[src/source/gpu_exec_pkg.sv]
package gpu_exec_pkg;

    ////////////////////////////////////////////////////////////////////
    // warp geometry and field widths
    ////////////////////////////////////////////////////////////////////

    localparam int DATA_WIDTH  = 32;
    localparam int NUM_THREADS = 8;

    localparam int WARP_ID_W = 3;
    localparam int REG_ID_W  = 5;
    localparam int SCB_ID_W  = 2;
    localparam int ALUOP_W   = 4;

    localparam int QUEUE_DEPTH = 4;
    // free-slot counter has to hold 0..QUEUE_DEPTH
    localparam int FREE_W      = $clog2(QUEUE_DEPTH + 1);

    ////////////////////////////////////////////////////////////////////
    // alu op codes, anything above OP_SLL yields zero
    ////////////////////////////////////////////////////////////////////

    localparam logic [ALUOP_W-1:0] OP_ADD = 4'd0;  // add, imm allowed
    localparam logic [ALUOP_W-1:0] OP_SUB = 4'd1;
    localparam logic [ALUOP_W-1:0] OP_MUL = 4'd2;  // 16x16 unsigned
    localparam logic [ALUOP_W-1:0] OP_AND = 4'd3;  // imm allowed
    localparam logic [ALUOP_W-1:0] OP_OR  = 4'd4;  // imm allowed
    localparam logic [ALUOP_W-1:0] OP_XOR = 4'd5;  // imm allowed
    localparam logic [ALUOP_W-1:0] OP_SRA = 4'd6;  // shamt = imm[11:7]
    localparam logic [ALUOP_W-1:0] OP_SLL = 4'd7;  // shamt = imm[11:7]

    ////////////////////////////////////////////////////////////////////
    // queue payloads
    ////////////////////////////////////////////////////////////////////

    // register write result heading to the cdb
    typedef struct packed {
        logic [WARP_ID_W-1:0]              warp_id;
        logic [REG_ID_W-1:0]               dst;
        logic [NUM_THREADS-1:0]            mask;
        logic [NUM_THREADS*DATA_WIDTH-1:0] data;   // lane 0 in the low word
    } cdb_entry_t;

    // branch outcome for fetch and the simt stack
    typedef struct packed {
        logic [WARP_ID_W-1:0]   warp_id;
        logic [DATA_WIDTH-1:0]  target;
        logic [NUM_THREADS-1:0] taken_mask;
        logic                   divergent;
    } branch_entry_t;

endpackage

[src/source/result_queue.sv]
`timescale 1ns/1ps

module result_queue
    import gpu_exec_pkg::*;
#(
    parameter type payload_t = logic [7:0]
) (
    input  logic              clk,
    input  logic              arst_n,
    input  logic              push,
    input  payload_t          push_data,
    input  logic              pop_ready,
    output logic              pop_valid,
    output payload_t          pop_data,
    output logic [FREE_W-1:0] free_slots
);

    localparam int PTR_W = (QUEUE_DEPTH > 1) ? $clog2(QUEUE_DEPTH) : 1;

    payload_t            mem [QUEUE_DEPTH];
    logic [PTR_W-1:0]    wr_ptr;
    logic [PTR_W-1:0]    rd_ptr;
    logic [FREE_W-1:0]   count;    // entries held
    logic                pop;

    assign pop_valid  = (count != '0);
    assign pop        = pop_valid && pop_ready;
    assign pop_data   = mem[rd_ptr];  // head falls through
    assign free_slots = FREE_W'(QUEUE_DEPTH) - count;

    // storage, written only by a push
    always_ff @(posedge clk) begin
        if (push) begin
            mem[wr_ptr] <= push_data;
        end
    end

    always_ff @(posedge clk or negedge arst_n) begin
        if (!arst_n) begin
            wr_ptr <= '0;
            rd_ptr <= '0;
            count  <= '0;
        end else begin
            if (push) begin
                wr_ptr <= (wr_ptr == PTR_W'(QUEUE_DEPTH-1)) ? '0 : wr_ptr + 1'b1;
            end
            if (pop) begin
                rd_ptr <= (rd_ptr == PTR_W'(QUEUE_DEPTH-1)) ? '0 : rd_ptr + 1'b1;
            end
            // push and pop together leave the count alone
            case ({push, pop})
                2'b10:   count <= count + 1'b1;
                2'b01:   count <= count - 1'b1;
                default: count <= count;
            endcase
        end
    end

endmodule

[config.mk]
export PLATFORM = sky130hd
export DESIGN_NAME = result_queue
export DESIGN_NICKNAME = d
export VERILOG_FILES = /design/src/source/gpu_exec_pkg.sv /design/src/source/result_queue.sv
export SDC_FILE = /design/constraint.sdc
export NUM_CORES = 1
export LEC_CHECK = 0
export BUFFER_PORTS_ARGS = -buffer_cell sky130_fd_sc_hd__buf_2
export CORE_MARGIN = 10
export CORE_UTILIZATION = 55
export CTS_CLUSTER_SIZE = 14
export DETAILED_ROUTE_END_ITERATION = 10
export PLACE_DENSITY = 0.86
export SYNTH_ARGS = -nofsm -noshare
export SYNTH_HDL_FRONTEND = slang
export SYNTH_SLANG_ARGS = --single-unit
[constraint.sdc]
create_clock -name clk -period 2.3 [get_ports clk]
set_input_delay 0.23 -clock clk [delete_from_list [all_inputs] [get_ports clk]]
set_output_delay 0.23 -clock clk [all_outputs]
set_load 0.1 [all_outputs]
Yosys cells after proc, flatten, opt, wreduce, memory -nomap -nowiden
Memories as Yosys holds them, arrays and structs flattened.
Cells that the tools add are included.
{ "op_classes": {"add_sub_neg": 5, "n_eq_ne": 4, "muxes": 5, "reduce_logical": 3} }
{ "ops": {"columns": ["op", "n"], "rows": [
  ["2-bit == test (second input constant)", 3],
  ["3-bit case mux with 2 select lines", 1],
  ["2-bit by 1-bit adder with 2-bit output (second input constant)", 2],
  ["2-bit two-way mux", 2],
  ["3-bit by 1-bit adder with 3-bit output (second input constant)", 1],
  ["3-bit nonzero test", 1],
  ["3-bit by 1-bit subtractor with 3-bit output (second input constant)", 1],
  ["3-bit subtractor (first input constant)", 1],
  ["2-bit by 1-bit == test with 1-bit output (second input constant)", 1],
  ["1-bit two-way mux", 2],
  ["2-bit nonzero test", 1],
  ["1-bit logical AND", 1]
]} }
{ "word_totals": {"register_bits": 7, "mem_bits_rw": 32, "inputBits": 12, "output_inout_bits": 12, "elab_cells": 21, "n_memories": 1} }
{ "memory_table": {"columns": ["memory", "depth", "word_bits", "rd", "rd_clocked_by_memory_dff", "wr", "line_no", "source"], "rows": [
  ["mem", 4, 8, 1, 0, 1, "result_queue.sv:20", "payload_t mem [QUEUE_DEPTH];"]
]} }

Longest topological paths before layout
{ "depth": {"word_depth": 4, "depth_mapped": 10} }

Worst setup path before layout
OpenSTA, ideal clock, no wires.
{ "synth_path": {"path_type": "register to register", "start": "register count[0]", "end": "register count[2]", "setup_time_ns": 0.080, "arrival_ns": 1.983, "required_time_ns": 2.220, "setup_slack_ns": 0.237, "path_stages_with_launch": 11, "path_buffers": 0, "period_less_slack_ns": 2.063, "cell_sequence": "dfrtp_1 > inv_1 > ha_1 > ha_1 > nor2b_1 > ha_1 > inv_1 > fa_1 > xor2_1 > nor2_1 > xnor2_1"} }
{ "synth_between": {"elab_chain_len": 4, "word_cells_on_any_way": 8, "classes_between": "2 x add/sub; 2 x eq/ne; 1 x mux; 3 x reduce/logical"} }
{ "synth_lines": {"columns": ["item", "line_no", "source"], "rows": [
  ["from (decl)", "result_queue.sv:23", "logic [FREE_W-1:0] count;"],
  ["from (signal assigned)", "result_queue.sv:52", "2'b10: count <= count + 1'b1;"],
  ["from (signal assigned)", "result_queue.sv:53", "2'b01: count <= count - 1'b1;"],
  ["from (signal assigned)", "result_queue.sv:54", "default: count <= count;"],
  ["3-bit nonzero test *", "result_queue.sv:26", "assign pop_valid = (count != '0);"],
  ["1-bit logical AND *", "result_queue.sv:27", "assign pop = pop_valid && pop_ready;"],
  ["net pop", "result_queue.sv:24", "logic pop;"],
  ["2-bit by 1-bit == test with 1-bit output / 2-bit == test (equally long branches)", "result_queue.sv:51", "case ({push, pop})"],
  ["3-bit case mux with 2 select lines / 2-bit nonzero test (equally long branches)", null, null]
]} }
Mark *: on every way through the listed nets, which the timed path passes. The rest lies on a longest branch.
A chain may end at the register's enable or synchronous reset.

Worst setup path in the final report
Ends and elaborated chain as after synthesis.

==> flow_metrics.tcl <==
set metrics [dict create \
    status "finished clean" \
    wl_um 2690 \
    syn-num-nets 106 \
    drtPass1Iterations 4 \
    clock_path_buffers 2 \
    post_dp_cell_area_um2 1750 \
    setup_viol_count_final 0 \
    stdcell_count 146 \
    synth_top_area_share_pct 59.6 \
    syn_to_final_growth_pct 12.4 \
    grt_pass1_vias 913 \
    dp_hpwl_um 2030 \
    synth_top_area_cell "edfxtp_1" \
    globalRoute.totalOverflow 0 \
    ioPinCount 24 \
    critPathKind "flip-flop to flip-flop" \
    timing.hold.ws_ns 0.101 \
    gp_congestion 0.651 \
    ant_nets 0 \
    clkTransAtPathRegs_ns 0.11 \
    cp-start-kind "flip-flop" \
    synth.yosys.seq_area_share_pct 70.5 \
    rsz0062_at_grt "no" \
    clock_skew_ns 0.0178 \
    grt_use_total_pct 10.7 \
    initial_core_util_pct 57.9 \
    fmax_ghz 0.478 \
    fill_cells 212 \
    cts_tree "built" \
    io_buffers 23 \
    seqCellArea_um2 1140 \
    startpoint "count[0]" \
    clk_latency_ns 0.34 \
    finalCritPeriodShare_pct 91.0 \
    placed_cells 137 \
    detail_route.wl_per_cell_um 18.4 \
    stdcell_area_um2 1810 \
    cts_root_buf "clkbuf_4" \
    final.min_clock_period_ns 2.09 \
    reg2reg_depth 10 \
    min_path_type "primary input to flip-flop" \
    ys_warn_count 0 \
    worstHoldPathCells 1 \
    antennaDiodeCount 0 \
    ys_types 19 \
    worstHoldStart "push_data[3]" \
    avgSynthCellArea_um2 19.0 \
    max-cap-violations 0 \
    synth-edff-count 32 \
    fp.coreArea_um2 2780 \
    synth_area_um2 1610 \
    regToRegStartpoint "count[0]" \
    async_reset_ff_share_pct 17.9 \
    vias_per_cell 5.40 \
    drive_gt1_share_pct 35.7 \
    die_area_um2 5500 \
    grt_max_degree 12 \
    die_height_um 74.1 \
    synth_ff_type "edfxtp_1" \
    rows 19 \
    synth_most_common_cell "edfxtp_1" \
    cp.arrival_ns 2.35 \
    cts_sinks 39 \
    synthCells 85 \
    netlist_top_cells_area "edfxtp_1, mux4_2, dfrtp_1" \
    nets 135 \
    ys_ff_latch 39 \
    hold_viol 0 \
    cp-end-kind "flip-flop" \
    multi_input_area_um2 420 \
    tns_ns 0 \
    worst_ep_required_time_ns 2.56 \
    synthTopCellsByCount "edfxtp_1, inv_1, ha_1, mux4_2, dfrtp_1" \
    critical_path.max_fanout 3 \
    die_w_um 74.1 \
    max_slew_margin_pct 67.5 \
    antenna_found_initial 0 \
    drc 0 \
    numCtsBuffers 5 \
    drt_iter0_drc 38 \
    grt_pass1_wl_um 4400 \
    tightest_slew_ns 0.491 \
    slew_viol_final 0 \
    vias 788 \
    h-tree-depth 2 \
]
cells in the final DEF (no fill, tap or decap):
| cell | netlist | layout |
|---|---|---|
| and2_1 | 4 | 4 |
| buf_2 | 0 | 23 |
| buf_4 | 1 | 1 |
| clkbuf_1 | 0 | 3 |
| clkbuf_4 | 0 | 5 |
| dfrtp_1 | 7 | 6 |
| dfrtp_2 | 0 | 1 |
| dlygate4sd3_1 | 0 | 1 |
| edfxtp_1 | 32 | 32 |
| fa_1 | 1 | 1 |
| ha_1 | 8 | 8 |
| inv_1 | 9 | 9 |
| mux2_2 | 2 | 2 |
| mux2i_1 | 1 | 1 |
| mux4_2 | 8 | 8 |
| nand2_1 | 1 | 1 |
| nor2_1 | 2 | 2 |
| nor2b_2 | 0 | 1 |
| o21ai_0 | 2 | 2 |
| or3_1 | 1 | 1 |
| xnor2_1 | 2 | 2 |
| xor2_1 | 1 | 1 |
per-stage QoR:
| step | setup slack (ns) | utilization (%) |
|---|---|---|
| 6_report | 0.206 | 65.1 |
| 5_1_grt | 0.00639 | 65.1 |
| 4_1_cts | 0.0688 | 65.0 |
| 3_5_place_dp | 0.150 | 62.9 |
| 3_3_place_gp | 0.285 | 62.9 |
| 2_1_floorplan | 0.237 | - |
cell type report:
class,instances,share of cell area (%)
repair buffers,25,7.32
flip-flops and latches,39,62.8
inverters,9,1.86
well taps,31,2.14
clock buffers,8,2.69
multi-input cells,34,23.2
final timing paths:
path | to | slack, ns
max | count[2] | 0.21
min | mem[1][3] | 0.10
max reg2reg | count[2] | 0.21
min reg2reg | count[0] | 0.50
max in group asynchronous | rd_ptr[0] | 1.88
min in group asynchronous | count[1] | 0.26
kinds of logic after synthesis:
family / count (synthesis) / synth area share [%]
mux: 11 / 13.2
simple gates: 9 / 3.03
buf+inv: 12 / 3.57
xor+xnor: 3 / 1.63
compound gates: 2 / 0.621
flops: 39 / 70.5
fa+ha+maj: 9 / 7.45
timing repair:
action,CTS,global route
setup buffers,0,0
gates resized for setup,0,2
hold buffers,1,0
setup endpoints to repair,0,5
hold endpoints to repair,7,0
routing by layer:
metal	vias to the layer above	routed length, um	GRT usage (%)
met5	-	0	0
met3	7	122	3.19
met4	0	34	4.97
met2	16	1510	18.8
li1	369	-	-
met1	396	1030	11.7
flip-flops by register name (all words and copies together) (netlist names):
register  count
wr_ptr        2
count         3
rd_ptr        2
mem          32
worst max-delay path: stages, from the launching register on:
cell     delay, ns
dfrtp_1       0.38
inv_1         0.09
ha_1          0.20
ha_1          0.21
nor2b_2       0.15
ha_1          0.19
inv_1         0.06
fa_1          0.37
xor2_1        0.15
nor2_1        0.11
xnor2_1       0.12
Power is left out: the tool's default activity adds up to more than one toggle a clock period on the data nets, which glitch-free logic cannot reach.
