### src/source/gpu_exec_pkg.sv
package gpu_exec_pkg;

    ////////////////////////////////////////////////////////////////////
    // warp geometry and field widths
    ////////////////////////////////////////////////////////////////////

    localparam int DATA_WIDTH  = 32;
    localparam int NUM_THREADS = 8;

    localparam int WARP_ID_W = 3;
    localparam int REG_ID_W  = 5;
    localparam int SCB_ID_W  = 2;
    localparam int ALUOP_W   = 4;

    localparam int QUEUE_DEPTH = 4;
    // free-slot counter has to hold 0..QUEUE_DEPTH
    localparam int FREE_W      = $clog2(QUEUE_DEPTH + 1);

    ////////////////////////////////////////////////////////////////////
    // alu op codes, anything above OP_SLL yields zero
    ////////////////////////////////////////////////////////////////////

    localparam logic [ALUOP_W-1:0] OP_ADD = 4'd0;  // add, imm allowed
    localparam logic [ALUOP_W-1:0] OP_SUB = 4'd1;
    localparam logic [ALUOP_W-1:0] OP_MUL = 4'd2;  // 16x16 unsigned
    localparam logic [ALUOP_W-1:0] OP_AND = 4'd3;  // imm allowed
    localparam logic [ALUOP_W-1:0] OP_OR  = 4'd4;  // imm allowed
    localparam logic [ALUOP_W-1:0] OP_XOR = 4'd5;  // imm allowed
    localparam logic [ALUOP_W-1:0] OP_SRA = 4'd6;  // shamt = imm[11:7]
    localparam logic [ALUOP_W-1:0] OP_SLL = 4'd7;  // shamt = imm[11:7]

    ////////////////////////////////////////////////////////////////////
    // queue payloads
    ////////////////////////////////////////////////////////////////////

    // register write result heading to the cdb
    typedef struct packed {
        logic [WARP_ID_W-1:0]              warp_id;
        logic [REG_ID_W-1:0]               dst;
        logic [NUM_THREADS-1:0]            mask;
        logic [NUM_THREADS*DATA_WIDTH-1:0] data;   // lane 0 in the low word
    } cdb_entry_t;

    // branch outcome for fetch and the simt stack
    typedef struct packed {
        logic [WARP_ID_W-1:0]   warp_id;
        logic [DATA_WIDTH-1:0]  target;
        logic [NUM_THREADS-1:0] taken_mask;
        logic                   divergent;
    } branch_entry_t;

endpackage

### src/source/lane_alu.sv
`timescale 1ns/1ps

module lane_alu
    import gpu_exec_pkg::*;
(
    input  logic [DATA_WIDTH-1:0] op_a,
    input  logic [DATA_WIDTH-1:0] op_b,
    input  logic [15:0]           imm,
    input  logic                  imm_valid,
    input  logic [ALUOP_W-1:0]    alu_op,
    input  logic                  lane_en,
    output logic [DATA_WIDTH-1:0] result
);

    logic [DATA_WIDTH-1:0] imm_sext;
    logic [DATA_WIDTH-1:0] opnd_b;     // second operand for add/and/or/xor
    logic [4:0]            shamt;
    logic [DATA_WIDTH-1:0] alu_out;

    assign imm_sext = {{(DATA_WIDTH-16){imm[15]}}, imm};
    assign opnd_b   = imm_valid ? imm_sext : op_b;
    assign shamt    = imm[11:7];

    always_comb begin
        case (alu_op)
            OP_ADD: begin
                alu_out = op_a + opnd_b;
            end
            OP_SUB: begin
                alu_out = op_a - op_b;  // no immediate form
            end
            OP_MUL: begin
                alu_out = op_a[15:0] * op_b[15:0];  // full 32 bit product
            end
            OP_AND: begin
                alu_out = op_a & opnd_b;
            end
            OP_OR: begin
                alu_out = op_a | opnd_b;
            end
            OP_XOR: begin
                alu_out = op_a ^ opnd_b;
            end
            OP_SRA: begin
                alu_out = $signed(op_a) >>> shamt;  // keeps the sign
            end
            OP_SLL: begin
                alu_out = op_a << shamt;
            end
            default: begin
                alu_out = '0;
            end
        endcase
    end

    // inactive thread contributes nothing
    assign result = lane_en ? alu_out : '0;

endmodule

### config.mk
export PLATFORM = sky130hd
export DESIGN_NAME = lane_alu
export DESIGN_NICKNAME = d
export VERILOG_FILES = /design/src/source/gpu_exec_pkg.sv /design/src/source/lane_alu.sv
export SDC_FILE = /design/constraint.sdc
export NUM_CORES = 1
export LEC_CHECK = 0
export ABC_CLOCK_PERIOD_IN_PS = 6930
export BUFFER_PORTS_ARGS = -buffer_cell sky130_fd_sc_hd__buf_2
export CORE_ASPECT_RATIO = 1.25
export CORE_MARGIN = 4
export CORE_UTILIZATION = 35
export DETAILED_ROUTE_END_ITERATION = 10
export PLACE_DENSITY_LB_ADDON = 0.12
export SETUP_SLACK_MARGIN = 0.2
export SYNTH_ARGS = -nofsm -noshare
export SYNTH_HDL_FRONTEND = slang
export SYNTH_SLANG_ARGS = --single-unit
### constraint.sdc
create_clock -name vclk -period 6.93
set_input_delay 0.693 -clock vclk [all_inputs]
set_output_delay 0.693 -clock vclk [all_outputs]
set_load 0.01 [all_outputs]
Word level (Yosys, flattened, before mapping)
Index checks and enable logic that the tools add are counted.

cells by class
  add/subtract/negate cells = 2
  multiply operators = 1
  eq/ne operators = 7
  shifts and indexed selects = 2
  muxes and demuxes = 3
  bitwise logic cells = 3
  reductions and logical operators = 1

operator list
  cell                                                  number
  case mux 32 bit (8 select lines)                      1
  2-to-1 mux 32 bit                                     2
  adder 32 bit                                          1
  bitwise AND 32 bit                                    1
  multiplier 16 x 16 -> 32 bit                          1
  OR 32 bit                                             1
  left shift 32 x 5 -> 32 bit                           1
  >>> shifter 32 x 5 -> 32 bit                          1
  subtractor 32 bit                                     1
  bitwise XOR 32 bit                                    1
  equality test 4 x 3 -> 1 bit (second input constant)  4
  equality test 4 x 2 -> 1 bit (second input constant)  2
  equality test 4 x 1 -> 1 bit (second input constant)  1
  logical NOT 4 bit                                     1

storage, ports and cells
  flip-flop bits (word level) = 0
  bits of input ports = 86
  word-level logic and storage cells = 19

Depth between registers and ports, before layout
  word-level depth = 4
  depth in mapped cells = 23
  mapped depth without buffers = 21

Least setup slack after synthesis
OpenSTA, ideal clock, no wires.

  path type = input to output
  start point = in op_b[7]
  end point = out result[26]
  arrival time = 6.512 ns
  data required time = 6.237 ns
  slack = -0.275 ns
  cell stages on the path = 21
  buffers on the path = 2
  cell sequence = clkbuf_1 > clkbuf_1 > nand2_1 > fa_1 > inv_1 > fa_1 > inv_1 > fa_1 > inv_1 > fa_1 > fa_1 > inv_1 > fa_1 > inv_1 > ha_1 > nand2_1 > or4bb_1 > o21ai_0 > a21oi_1 > or4_1 > a41oi_1

on the way
  longest elaborated chain between the ends = 4
  elaborated cells between the ends (all ways) = 6

RTL lines
  item                                                                                  RTL line        source
  from (decl)                                                                           lane_alu.sv:7   input logic [DATA_WIDTH-1:0] op_b,
  parallel branches: the longest is 2 deep, another holds multiplier 16 x 16 -> 32 bit  -
  case mux 32 bit (8 select lines) (*)                                                  lane_alu.sv:25  case (alu_op)
  2-to-1 mux 32 bit (*)                                                                 lane_alu.sv:57  assign result = lane_en ? alu_out : '0;
  to (decl)                                                                             lane_alu.sv:12  output logic [DATA_WIDTH-1:0] result

Mark *: on every way between the ends.

Final worst setup path
  start point = in op_a[9]
  end point = out result[18]

on the way
  longest elaborated chain between the ends = 3
  elaborated cells between the ends (all ways) = 7

RTL lines
  item                                                        RTL line        source
  from (decl)                                                 lane_alu.sv:6   input logic [DATA_WIDTH-1:0] op_a,
  multiplier 16 x 16 -> 32 bit, or another cell as far along  lane_alu.sv:33  alu_out = op_a[15:0] * op_b[15:0];
  case mux 32 bit (8 select lines) (*)                        lane_alu.sv:25
  2-to-1 mux 32 bit (*)                                       lane_alu.sv:57

Every way passes the cells marked *; elsewhere a longest branch is shown, timed or not.

==> flow_metrics.env <==
export IMPL_ys_seq_area_share_pct=0
export IMPL_register_area_um2=0
export IMPL_utilization_pct=44.25
export IMPL_maxSlewViolCount=0
export IMPL_yosys_top_cells_area="fa_1 23%, ha_1 15%, inv_1 6.7%"
export IMPL_nClkBuffers=0
export IMPL_core_um2=48530
export IMPL_start_kind="input pin"
export IMPL_drtPass1Iterations=5
export IMPL_post_route_period_util_pct=101.5
export IMPL_crit_slowest_cell="fa_1"
export IMPL_avgRoutedWirePerCell_um=22.72
export IMPL_grt_max_degree=55
export IMPL_end_kind="output pin"
export IMPL_drc=0
export IMPL_finalWirelength_mm=71.51
export IMPL_worst_slack_ns=-0.1043
export IMPL_powerDensity_nw_per_um2=546.6
export IMPL_grt_pass1_wl_mm=109.4
export IMPL_hold_class="in2out"
export IMPL_synth_warnings=0
export IMPL_dieHeight_um=256.2
export IMPL_rsz0062_at_grt="yes"
export IMPL_rows=90
export IMPL_power_w=0.01174
export IMPL_layout_common_cells="286 x inv_1, 263 x nand2_1, 220 x buf_4, 185 x fa_1, 179 x nor2_1"
export IMPL_outcome="finished with violations"
export IMPL_io_buffers=118
export IMPL_tightest_slew_ns=1.153
export IMPL_netlist_area_um2=17250
export IMPL_violations="negative setup slack"
export IMPL_num_vias=17710
export IMPL_nets=2986
export IMPL_synth_top_area_share_pct=22.64
export IMPL_track_usage_pct=26.27
export IMPL_place_congestion=0.9617
export IMPL_max_freq_ghz=0.1422
export IMPL_antenna_found_initial=2
export IMPL_relSlewSlack_pct=22.86
export IMPL_netlist_top_cell_by_area="fa_1"
export IMPL_gr_total_overflow=0
export IMPL_grt_pass1_vias=18110
export IMPL_layout_commonest_cell="inv_1"
export IMPL_synth_nets=2761
export IMPL_design_seq_count=0
export IMPL_finalSetupViolCount=4
export IMPL_antenna_left=0
export IMPL_fp_dieArea_um2=52910
export IMPL_start_util_pct=35.53
export IMPL_synth_cell_type_count=76
export IMPL_hold_viol_final=0
export IMPL_viasPerCell=5.626
export IMPL_syn_inst=2280
export IMPL_setup_tns_ns=-0.3638
export IMPL_critPathKind="in2out"
export IMPL_die_x_um=206.5
export IMPL_area_growth_pct=24.54
export IMPL_first_iter_violations=1371
export IMPL_min_period_ns=7.034
export IMPL_io_pins=118
export IMPL_p_leak_nw=10.13
export IMPL_drive_above_1_share_pct=24.81
export IMPL_avgSynthCellArea_um2=7.564
export IMPL_cts_hold_buffers=0
export IMPL_crit_required_ns=6.24
export IMPL_cp_depth=24
export IMPL_max_cap_violations=0
export IMPL_endpoint="result[18]"
export IMPL_path_max_fanout=7
export IMPL_critPathMaxStageDelay_ns=0.53
export IMPL_crit_chain="buf_12, buf_12, and2_4, fa_1, inv_1, fa_1, inv_1, fa_1, fa_2, fa_1, inv_1, fa_1, inv_2, ha_4, nand2_2, or4bb_4, o21ai_4, xor2_1, buf_4, a221oi_2, buf_4, a21oi_4, buf_6, buf_6"
export IMPL_cp_top_family="adder cells"
export IMPL_crit_buf_inv=10
export IMPL_dpl_hpwl_mm=59.16
export IMPL_ir_worst_vdd_mv=0.6314
export IMPL_cp_startpoint="op_a[9]"
export IMPL_critPathArrivalTime_ns=6.34
export IMPL_crit_top_cell="fa_1"
per-stage QoR:
stage | cell area [um^2] | hold slack, ns | instances | worst slack [ns]
floorplan | 17380 | 1.725 | 2280 | 0.1497
global placement | 19790 | 2.083 | 3104 | -0.4871
detailed placement | 19790 | 2.086 | 3104 | -0.4585
CTS | 21010 | 2.085 | 3140 | -0.1018
global route | 21480 | 2.121 | 3148 | -0.3079
finish | 21480 | 2.084 | 3148 | -0.1043
worst min path at each step:
stage,depth (start not counted),startpoint,end,slack [ns]
2_1_floorplan,4,lane_en,result[25],1.73
3_3_place_gp,5,lane_en,result[29],2.08
3_5_place_dp,4,op_b[0],result[0],2.09
4_1_cts,5,lane_en,result[29],2.09
5_1_grt,5,lane_en,result[29],2.12
6_report,5,lane_en,result[29],2.08
metal layers:
metal / track usage (%) / vias to the layer above / part of all wire [%]
met3: 1.062 / 128 / 4.8
met1: 35.54 / 8720 / 42
li1: - / 8224 / -
met4: 8.857 / 2 / 4.8
met5: 0 / - / 0.015
met2: 44.88 / 638 / 48
logic make-up (layout without fill, tap and decap cells):
logic type      after synthesis  in the layout  share of synthesized area [%]
compound gates              480            480                          18.47
xor+xnor                     52             52                          2.641
fa+ha+maj                   395            395                          37.15
buf+inv                     468            691                          10.26
mux                         127            127                          10.65
other cells                   0              1                              0
simple gates                758            758                          20.83
synthesized netlist by cell type (9+ instances only):
| master | number |
|---|---|
| nor2_1 | 183 |
| xor2_1 | 14 |
| o31ai_1 | 11 |
| nand2_1 | 266 |
| o21ai_0 | 94 |
| ha_1 | 200 |
| buf_1 | 13 |
| nand4_1 | 17 |
| fa_1 | 195 |
| a21oi_1 | 140 |
| a221oi_1 | 33 |
| inv_1 | 307 |
| o311ai_0 | 11 |
| mux4_2 | 44 |
| nand3_1 | 25 |
| o211ai_1 | 18 |
| xnor2_1 | 38 |
| mux2i_1 | 71 |
| and3_1 | 17 |
| clkbuf_1 | 141 |
| a22oi_1 | 9 |
| and2_1 | 127 |
| mux2_2 | 12 |
| a31oi_1 | 20 |
| a21o_1 | 26 |
| a211oi_1 | 15 |
| or3_1 | 24 |
| o21a_1 | 15 |
| nor3_1 | 45 |
power breakdown:
part           switching (W)      internal, W
Combinational        0.00586          0.00588
Clock                      0  0.0000000000194
Sequential                 0                0
Total                0.00586          0.00588
timing repair:
item | CTS | global route
pin swaps | 110 | 71
setup buffers | 36 | 7
resized for setup | 229 | 97
endpoints found under the setup margin | 23 | 22
cell type report:
cell class	count	area [um^2]
fillers	4901	27060
well taps	644	805.8
inverters	309	1160
repair buffers	382	3088
multi-input cells	1812	16420
diodes	1	2.502
(Power assumes the default switching activity.)
