--- src/source/gpu_exec_pkg.sv ---
package gpu_exec_pkg;

    ////////////////////////////////////////////////////////////////////
    // warp geometry and field widths
    ////////////////////////////////////////////////////////////////////

    localparam int DATA_WIDTH  = 32;
    localparam int NUM_THREADS = 8;

    localparam int WARP_ID_W = 3;
    localparam int REG_ID_W  = 5;
    localparam int SCB_ID_W  = 2;
    localparam int ALUOP_W   = 4;

    localparam int QUEUE_DEPTH = 4;
    // free-slot counter has to hold 0..QUEUE_DEPTH
    localparam int FREE_W      = $clog2(QUEUE_DEPTH + 1);

    ////////////////////////////////////////////////////////////////////
    // alu op codes, anything above OP_SLL yields zero
    ////////////////////////////////////////////////////////////////////

    localparam logic [ALUOP_W-1:0] OP_ADD = 4'd0;  // add, imm allowed
    localparam logic [ALUOP_W-1:0] OP_SUB = 4'd1;
    localparam logic [ALUOP_W-1:0] OP_MUL = 4'd2;  // 16x16 unsigned
    localparam logic [ALUOP_W-1:0] OP_AND = 4'd3;  // imm allowed
    localparam logic [ALUOP_W-1:0] OP_OR  = 4'd4;  // imm allowed
    localparam logic [ALUOP_W-1:0] OP_XOR = 4'd5;  // imm allowed
    localparam logic [ALUOP_W-1:0] OP_SRA = 4'd6;  // shamt = imm[11:7]
    localparam logic [ALUOP_W-1:0] OP_SLL = 4'd7;  // shamt = imm[11:7]

    ////////////////////////////////////////////////////////////////////
    // queue payloads
    ////////////////////////////////////////////////////////////////////

    // register write result heading to the cdb
    typedef struct packed {
        logic [WARP_ID_W-1:0]              warp_id;
        logic [REG_ID_W-1:0]               dst;
        logic [NUM_THREADS-1:0]            mask;
        logic [NUM_THREADS*DATA_WIDTH-1:0] data;   // lane 0 in the low word
    } cdb_entry_t;

    // branch outcome for fetch and the simt stack
    typedef struct packed {
        logic [WARP_ID_W-1:0]   warp_id;
        logic [DATA_WIDTH-1:0]  target;
        logic [NUM_THREADS-1:0] taken_mask;
        logic                   divergent;
    } branch_entry_t;

endpackage

--- src/source/exec_ctrl.sv ---
`timescale 1ns/1ps

module exec_ctrl
    import gpu_exec_pkg::*;
(
    input  logic                              clk,
    input  logic                              arst_n,
    // operand collector
    input  logic                              oc_valid,
    output logic                              oc_ready,
    input  logic [WARP_ID_W-1:0]              oc_warp_id,
    input  logic [NUM_THREADS-1:0]            oc_active_mask,
    input  logic [NUM_THREADS*DATA_WIDTH-1:0] oc_src1,
    input  logic [NUM_THREADS*DATA_WIDTH-1:0] oc_src2,
    input  logic [REG_ID_W-1:0]               oc_dst,
    input  logic [15:0]                       oc_imm,
    input  logic                              oc_imm_valid,
    input  logic                              oc_reg_write,
    input  logic [ALUOP_W-1:0]                oc_alu_op,
    input  logic                              oc_beq,
    input  logic                              oc_blt,
    input  logic [SCB_ID_W-1:0]               oc_scb_id,
    // lane alus
    output logic [NUM_THREADS*DATA_WIDTH-1:0] lane_src1,
    output logic [NUM_THREADS*DATA_WIDTH-1:0] lane_src2,
    output logic [15:0]                       lane_imm,
    output logic                              lane_imm_valid,
    output logic [ALUOP_W-1:0]                lane_alu_op,
    output logic [NUM_THREADS-1:0]            lane_mask,
    input  logic [NUM_THREADS*DATA_WIDTH-1:0] lane_result,
    // branch unit
    output logic                              br_is_blt,
    input  logic [NUM_THREADS-1:0]            br_taken_mask,
    input  logic                              br_divergent,
    // result queues
    output logic                              cdb_push,
    output logic                              br_push,
    output cdb_entry_t                        cdb_entry,
    output branch_entry_t                     br_entry,
    input  logic [FREE_W-1:0]                 cdb_free,
    input  logic [FREE_W-1:0]                 br_free,
    // scoreboard
    output logic                              scb_clear_valid,
    output logic [WARP_ID_W-1:0]              scb_clear_warp_id,
    output logic [SCB_ID_W-1:0]               scb_clear_id
);

    logic                              run_q;      // set once out of reset
    logic                              accept;
    logic                              ex_valid;
    logic [WARP_ID_W-1:0]              ex_warp_id;
    logic [NUM_THREADS-1:0]            ex_mask;
    logic [NUM_THREADS*DATA_WIDTH-1:0] ex_src1;
    logic [NUM_THREADS*DATA_WIDTH-1:0] ex_src2;
    logic [REG_ID_W-1:0]               ex_dst;
    logic [15:0]                       ex_imm;
    logic                              ex_imm_valid;
    logic                              ex_reg_write;
    logic [ALUOP_W-1:0]                ex_alu_op;
    logic                              ex_beq;
    logic                              ex_blt;
    logic [SCB_ID_W-1:0]               ex_scb_id;
    logic                              ex_branch;

    ////////////////////////////////////////////////////////////////////
    // issue and execute register
    ////////////////////////////////////////////////////////////////////

    // two free slots covers whatever is already sitting in execute
    assign oc_ready = run_q && (cdb_free >= FREE_W'(2)) && (br_free >= FREE_W'(2));
    assign accept   = oc_valid && oc_ready;

    always_ff @(posedge clk or negedge arst_n) begin
        if (!arst_n) begin
            run_q    <= 1'b0;
            ex_valid <= 1'b0;
        end else begin
            run_q    <= 1'b1;
            ex_valid <= accept;
        end
    end

    always_ff @(posedge clk) begin
        if (accept) begin
            ex_warp_id   <= oc_warp_id;
            ex_mask      <= oc_active_mask;
            ex_src1      <= oc_src1;
            ex_src2      <= oc_src2;
            ex_dst       <= oc_dst;
            ex_imm       <= oc_imm;
            ex_imm_valid <= oc_imm_valid;
            ex_reg_write <= oc_reg_write;
            ex_alu_op    <= oc_alu_op;
            ex_beq       <= oc_beq;
            ex_blt       <= oc_blt;
            ex_scb_id    <= oc_scb_id;
        end
    end

    // operands out to the lanes and the branch unit
    assign lane_src1      = ex_src1;
    assign lane_src2      = ex_src2;
    assign lane_imm       = ex_imm;
    assign lane_imm_valid = ex_imm_valid;
    assign lane_alu_op    = ex_alu_op;
    assign lane_mask      = ex_mask;
    assign br_is_blt      = ex_blt;

    ////////////////////////////////////////////////////////////////////
    // routing and payloads
    ////////////////////////////////////////////////////////////////////

    // reg write wins if both flags ever show up together
    assign ex_branch = (ex_beq || ex_blt) && !ex_reg_write;
    assign cdb_push  = ex_valid && ex_reg_write;
    assign br_push   = ex_valid && ex_branch;

    always_comb begin
        cdb_entry.warp_id    = ex_warp_id;
        cdb_entry.dst        = ex_dst;
        cdb_entry.mask       = ex_mask;
        cdb_entry.data       = lane_result;
        br_entry.warp_id     = ex_warp_id;
        br_entry.target      = {{(DATA_WIDTH-16){1'b0}}, ex_imm};  // zero-extended
        br_entry.taken_mask  = br_taken_mask;
        br_entry.divergent   = br_divergent;
    end

    // branches never reach the cdb, so clear their entry here
    assign scb_clear_valid   = br_push;
    assign scb_clear_warp_id = ex_warp_id;
    assign scb_clear_id      = ex_scb_id;

endmodule

--- config.mk ---
export PLATFORM = sky130hd
export DESIGN_NAME = exec_ctrl
export DESIGN_NICKNAME = d
export VERILOG_FILES = /design/src/source/gpu_exec_pkg.sv /design/src/source/exec_ctrl.sv
export SDC_FILE = /design/constraint.sdc
export NUM_CORES = 1
export LEC_CHECK = 0
export BUFFER_PORTS_ARGS = -buffer_cell sky130_fd_sc_hd__buf_2
export CAP_MARGIN = 25
export CORE_AREA = 4 4 650 652
export DETAILED_ROUTE_END_ITERATION = 6
export DIE_AREA = 0 0 654 656
export GPL_TIMING_DRIVEN = 0
export PLACE_DENSITY = 0.3
export REMOVE_ABC_BUFFERS = 1
export SYNTH_ARGS = -nofsm -noshare
export SYNTH_HDL_FRONTEND = slang
export SYNTH_SLANG_ARGS = --single-unit
--- constraint.sdc ---
create_clock -name clk -period 37.9 [get_ports clk]
set_clock_uncertainty 0.1 [all_clocks]
set_input_delay 3.79 -clock clk [delete_from_list [all_inputs] [get_ports clk]]
set_output_delay 3.79 -clock clk [all_outputs]
set_load 0.005 [all_outputs]
**Word-level counts from Yosys, hierarchy flattened**

Cells that the tools add are included.

- Add/subtract/negate cells: 0
- $mul: 0
- Div/mod/pow operators: 0
- $lt $le $gt $ge: 2
- Equal/unequal tests: 0
- Shifts and indexed selects: 0
- Multiplexer cells: 0
- Bitwise operators: 0
- Reductions and logical operators: 8

Operators by type and width:

| kind | number |
|---|---|
| 3-bit by 2-bit greater-or-equal comparator with 1-bit output (second input constant) | 2 |
| 1-bit logical AND | 6 |
| 1-bit logical NOT | 1 |
| 1-bit logical OR | 1 |

- Bits in registers: 556
- Bits in latches: 0
- RAM bits: 0
- Bits in read-only memories: 0
- Logic and storage cells: 24
- Memories kept: 0

**Logic depth before layout (Yosys ltp)**

- Word-level depth: 4
- Depth in mapped cells: 3
- Mapped depth without buffers: 2

**Worst setup path before layout**

Ideal clock, no wire load.

- Path kind: in2reg
- From: input br_free[1]
- To: register ex_valid
- Setup time: 2.268 ns
- Arrival time: 24.751 ns
- Required time: 35.532 ns
- Path slack: 10.781 ns
- Stages: 2
- Cells stage by stage: o21ai_2 nor3b_2

- Longest elaborated chain between the ends: 3

RTL lines:

| item | RTL line | RTL |
|---|---|---|
| from (decl) | exec_ctrl.sv:41 | `input logic [FREE_W-1:0] br_free,` |
| 3-bit by 2-bit greater-or-equal comparator with 1-bit output | exec_ctrl.sv:70 | `assign oc_ready = run_q && (cdb_free >= FREE_W'(2)) && (br_free >= FREE_W'(2));` |
| 1-bit logical AND | exec_ctrl.sv:70 |  |
| 1-bit logical AND | exec_ctrl.sv:71 | `assign accept = oc_valid && oc_ready;` |
| named net accept | exec_ctrl.sv:49 | `logic accept;` |
| to (signal assigned) | exec_ctrl.sv:79 | `ex_valid <= accept;` |
| to (decl) | exec_ctrl.sv:50 | `logic ex_valid;` |

The timed path passes the listed nets, and every way through them passes these cells.
A chain may end at the register's enable or synchronous reset.

**Worst setup path in the final report**

- From: input cdb_free[1]
- To: output oc_ready

- Longest elaborated chain between the ends: 3

RTL lines:

| item | RTL line | RTL |
|---|---|---|
| from (decl) | exec_ctrl.sv:40 | `input logic [FREE_W-1:0] cdb_free,` |
| 3-bit by 2-bit greater-or-equal comparator with 1-bit output | exec_ctrl.sv:70 |  |
| 1-bit logical AND (2 in a row) | exec_ctrl.sv:70 |  |
| to (decl) | exec_ctrl.sv:10 | `output logic oc_ready,` |

No other way between the ends.

==> impl_metrics.tcl <==
set metrics [dict create \
    status "complete, no violations" \
    dp_hpwl_um 272000 \
    cts_tree "done" \
    power_frac_clock 0.511 \
    fin_worst_hold_slack_ps 675 \
    clock.fmax_ghz 0.122 \
    final_hold_violating_endpoints 0 \
    grt_setup_unrepaired "false" \
    antenna_found_initial 347 \
    setup_viol_count_final 0 \
    slew_headroom 0.573 \
    final_core_util 0.0801 \
    cp-end-kind "output pin" \
    drc 0 \
    p_seq_frac 0.427 \
    coreArea_mm2 0.416 \
    ff2ff_setup_slack_ps 34050 \
    timing.final.crit_share 0.217 \
    synth-async-reset-ratio 0.00360 \
    power_density_mw_per_mm2 49.8 \
    fraction_of_layout_cells_with_a_size_suffix_above_1 0.688 \
    gp_routability_congestion 0.826 \
    final_critical_path_setup_slack_ps 29690 \
    first_global_vias 13800 \
    io-pin-count 1695 \
    grt_pass1_wl_um 341000 \
    cts.repair_timing.setup_buffer_count 0 \
    clock_latency_late_sink_ps 810 \
    ctsResizeCount 0 \
    hold_buffer_count_at_cts 0 \
    port_buffers 1146 \
    path_clk_slew_ps 60 \
    place_worst_setup_slack_ps 29680 \
    dr_total_vias 14800 \
    critPathRequiredTime_ps 34010 \
    synth_enable_flop_cells 554 \
    htreeDepth 3 \
    ys_seq_elements 556 \
    design.die.area_mm2 0.429 \
    p_switching_mw 0.426 \
    post_synth_instance_area_mm2 0.0191 \
    route.detailed.wl_per_inst_um 41.1 \
    slew_violations 0 \
    internal_power_mw 1.23 \
    synthToLayoutAreaGrowth_pct 74.8 \
    vias_per_cell 1.97 \
    detail-route-antenna-nets 0 \
    avgSynthCellArea_um2 21.8 \
    cap_violations 0 \
    cts_num_sinks 556 \
    post_layout_nonfiller_instances 7532 \
    critPathArrivalTime_ps 4320 \
    finalWirelength_um 310000 \
    dieWidth_um 654 \
    synth_top_cells_by_count "edfxtp_1 (554), buf_4 (312), nor2_1 (3)" \
    power.switching_fraction 0.257 \
    yosysWarningCount 0 \
    worstMarginPinSlew_ps 639 \
    ctsLongestPathBuffers 4 \
    seq_area_frac_synth 0.874 \
    syn-instance-count 877 \
    fin_crit_ps 8210 \
    layout.nets 2683 \
    grt_remaining_overflow 0 \
    synthMostInstantiatedCell "edfxtp_1" \
    gr-usage-all-layers 0.139 \
    clock_buffers_created_by_tritoncts 87 \
    drt_pre_antenna_iters 5 \
    holdCritPathClass "flip-flop to flip-flop" \
    numPlacedInstances 7263 \
    timing_worst_setup_path_type "primary input to output pin" \
    first_iter_violations 1081 \
    startpoint_type "primary input" \
    grt_start_max_net_pins 23 \
    leakagePower_nw 11.5 \
    synth_top_area_frac 0.872 \
    postSynth.topFlopCell "edfxtp_1" \
    synth_cell_type_count 9 \
    synth.largest_area_cell "edfxtp_1" \
    die_height_um 656 \
    clk_root_buffer_cell "clkbuf_16" \
    critPathMaxFanout 2 \
    comb_power_share 0.062 \
    start_util 0.0458 \
    fp-row-count 237 \
    ir_drop_uv 30.4 \
    post_synth_main_area_contributors "edfxtp_1 (87%), buf_4 (12%), dfrtp_1 (0.26%)" \
]
-- cells by family (layout without fill, tap and decap cells) --
group / Yosys count / after routing / share of synthesized area
flip-flops: 556 / 556 / 0.874
buffers and inverters: 312 / 1341 / 0.123
AND/OR/NAND/NOR: 6 / 6 / 0.00197
other: 2 / 131 / 0.000394
AO/OA/AOI/OAI: 1 / 1 / 0.000459
-- area by class of cell --
class / instances / area (µm²)
Clock inverter: 55 / 588
Clock buffer: 100 / 2260
Tap cell: 5497 / 6880
Antenna cell: 114 / 285
Fill cell: 48300 / 383000
Sequential cell: 556 / 16700
Timing Repair Buffer: 1186 / 6550
Multi-Input combinational cell: 24 / 116
-- per-layer routing --
metal / part of all wire / wire [µm] / track usage / up-vias
met3: 0.24 / 74700 / 0.158 / 692
met1: 0.33 / 104000 / 0.135 / 6723
met4: 0.027 / 8280 / 0.0237 / 202
met5: 0.013 / 4150 / 0.0491 / -
li1: - / - / - / 5073
met2: 0.38 / 119000 / 0.191 / 2144
-- worst max-delay path: stages --
cell and delay [ps]:
buf_2 100, nor2_1 210, nor2_1 80, buf_2 130
-- metrics by stage --
| stage | instance area [µm²] | setup TNS (ps) | power, mW |
|---|---|---|---|
| floorplan | 16800 | 0 | 0.750 |
| global placement | 29400 | -1852990 | 0.852 |
| detailed placement | 30200 | 0 | 0.831 |
| CTS | 33100 | 0 | 1.72 |
| global route | 33200 | 0 | 1.74 |
| finish | 33400 | 0 | 1.66 |
-- sequential cells by signal (all words and copies together), names as in the netlist --
register	flops
run_q	1
lane_imm	16
ex_reg_write	1
scb_clear_id	2
ex_dst	5
ex_valid	1
lane_imm_valid	1
lane_alu_op	4
lane_src1	256
lane_mask	8
ex_beq	1
scb_clear_warp_id	3
br_is_blt	1
lane_src2	256
-- worst paths after layout --
| check | endpoint | depth (start not counted) | startpoint |
|---|---|---|---|
| max | oc_ready | 4 | cdb_free[1] |
| min | lane_src1[46] | 2 | run_q |
| max reg2reg | lane_src1[208] | 15 | run_q |
| min reg2reg | lane_src1[46] | 2 | run_q |
| max in group asynchronous | ex_valid | 1 | arst_n |
| min in group asynchronous | ex_valid | 1 | arst_n |
-- power by group through the flow --
stage                     clock network [mW]  logic [mW]  registers, mW
after floorplan                            0     0.00819          0.742
after global placement                     0      0.0997          0.753
after detailed placement                   0       0.109          0.722
after CTS                              0.901       0.110          0.709
after global routing                   0.916       0.113          0.710
final                                  0.848       0.103          0.709
-- placed cells by master, fill, tap and decap left out --
cell type   count
buf_8          23
nor3b_1         1
clkinv_8        3
nor3b_4         1
inv_8           1
and2_1          1
diode_2       114
clkinv_1       10
clkbuf_1       11
o21ai_2         1
clkinv_2       14
buf_2        1146
clkinvlp_4      6
conb_1         17
inv_6           8
dfrtp_1         2
bufinv_16       9
clkbuf_16      88
buf_16         17
clkbuf_8        1
clkinv_4        4
nor2_1          3
edfxtp_1      554
Power figures use the tool's default switching activity.
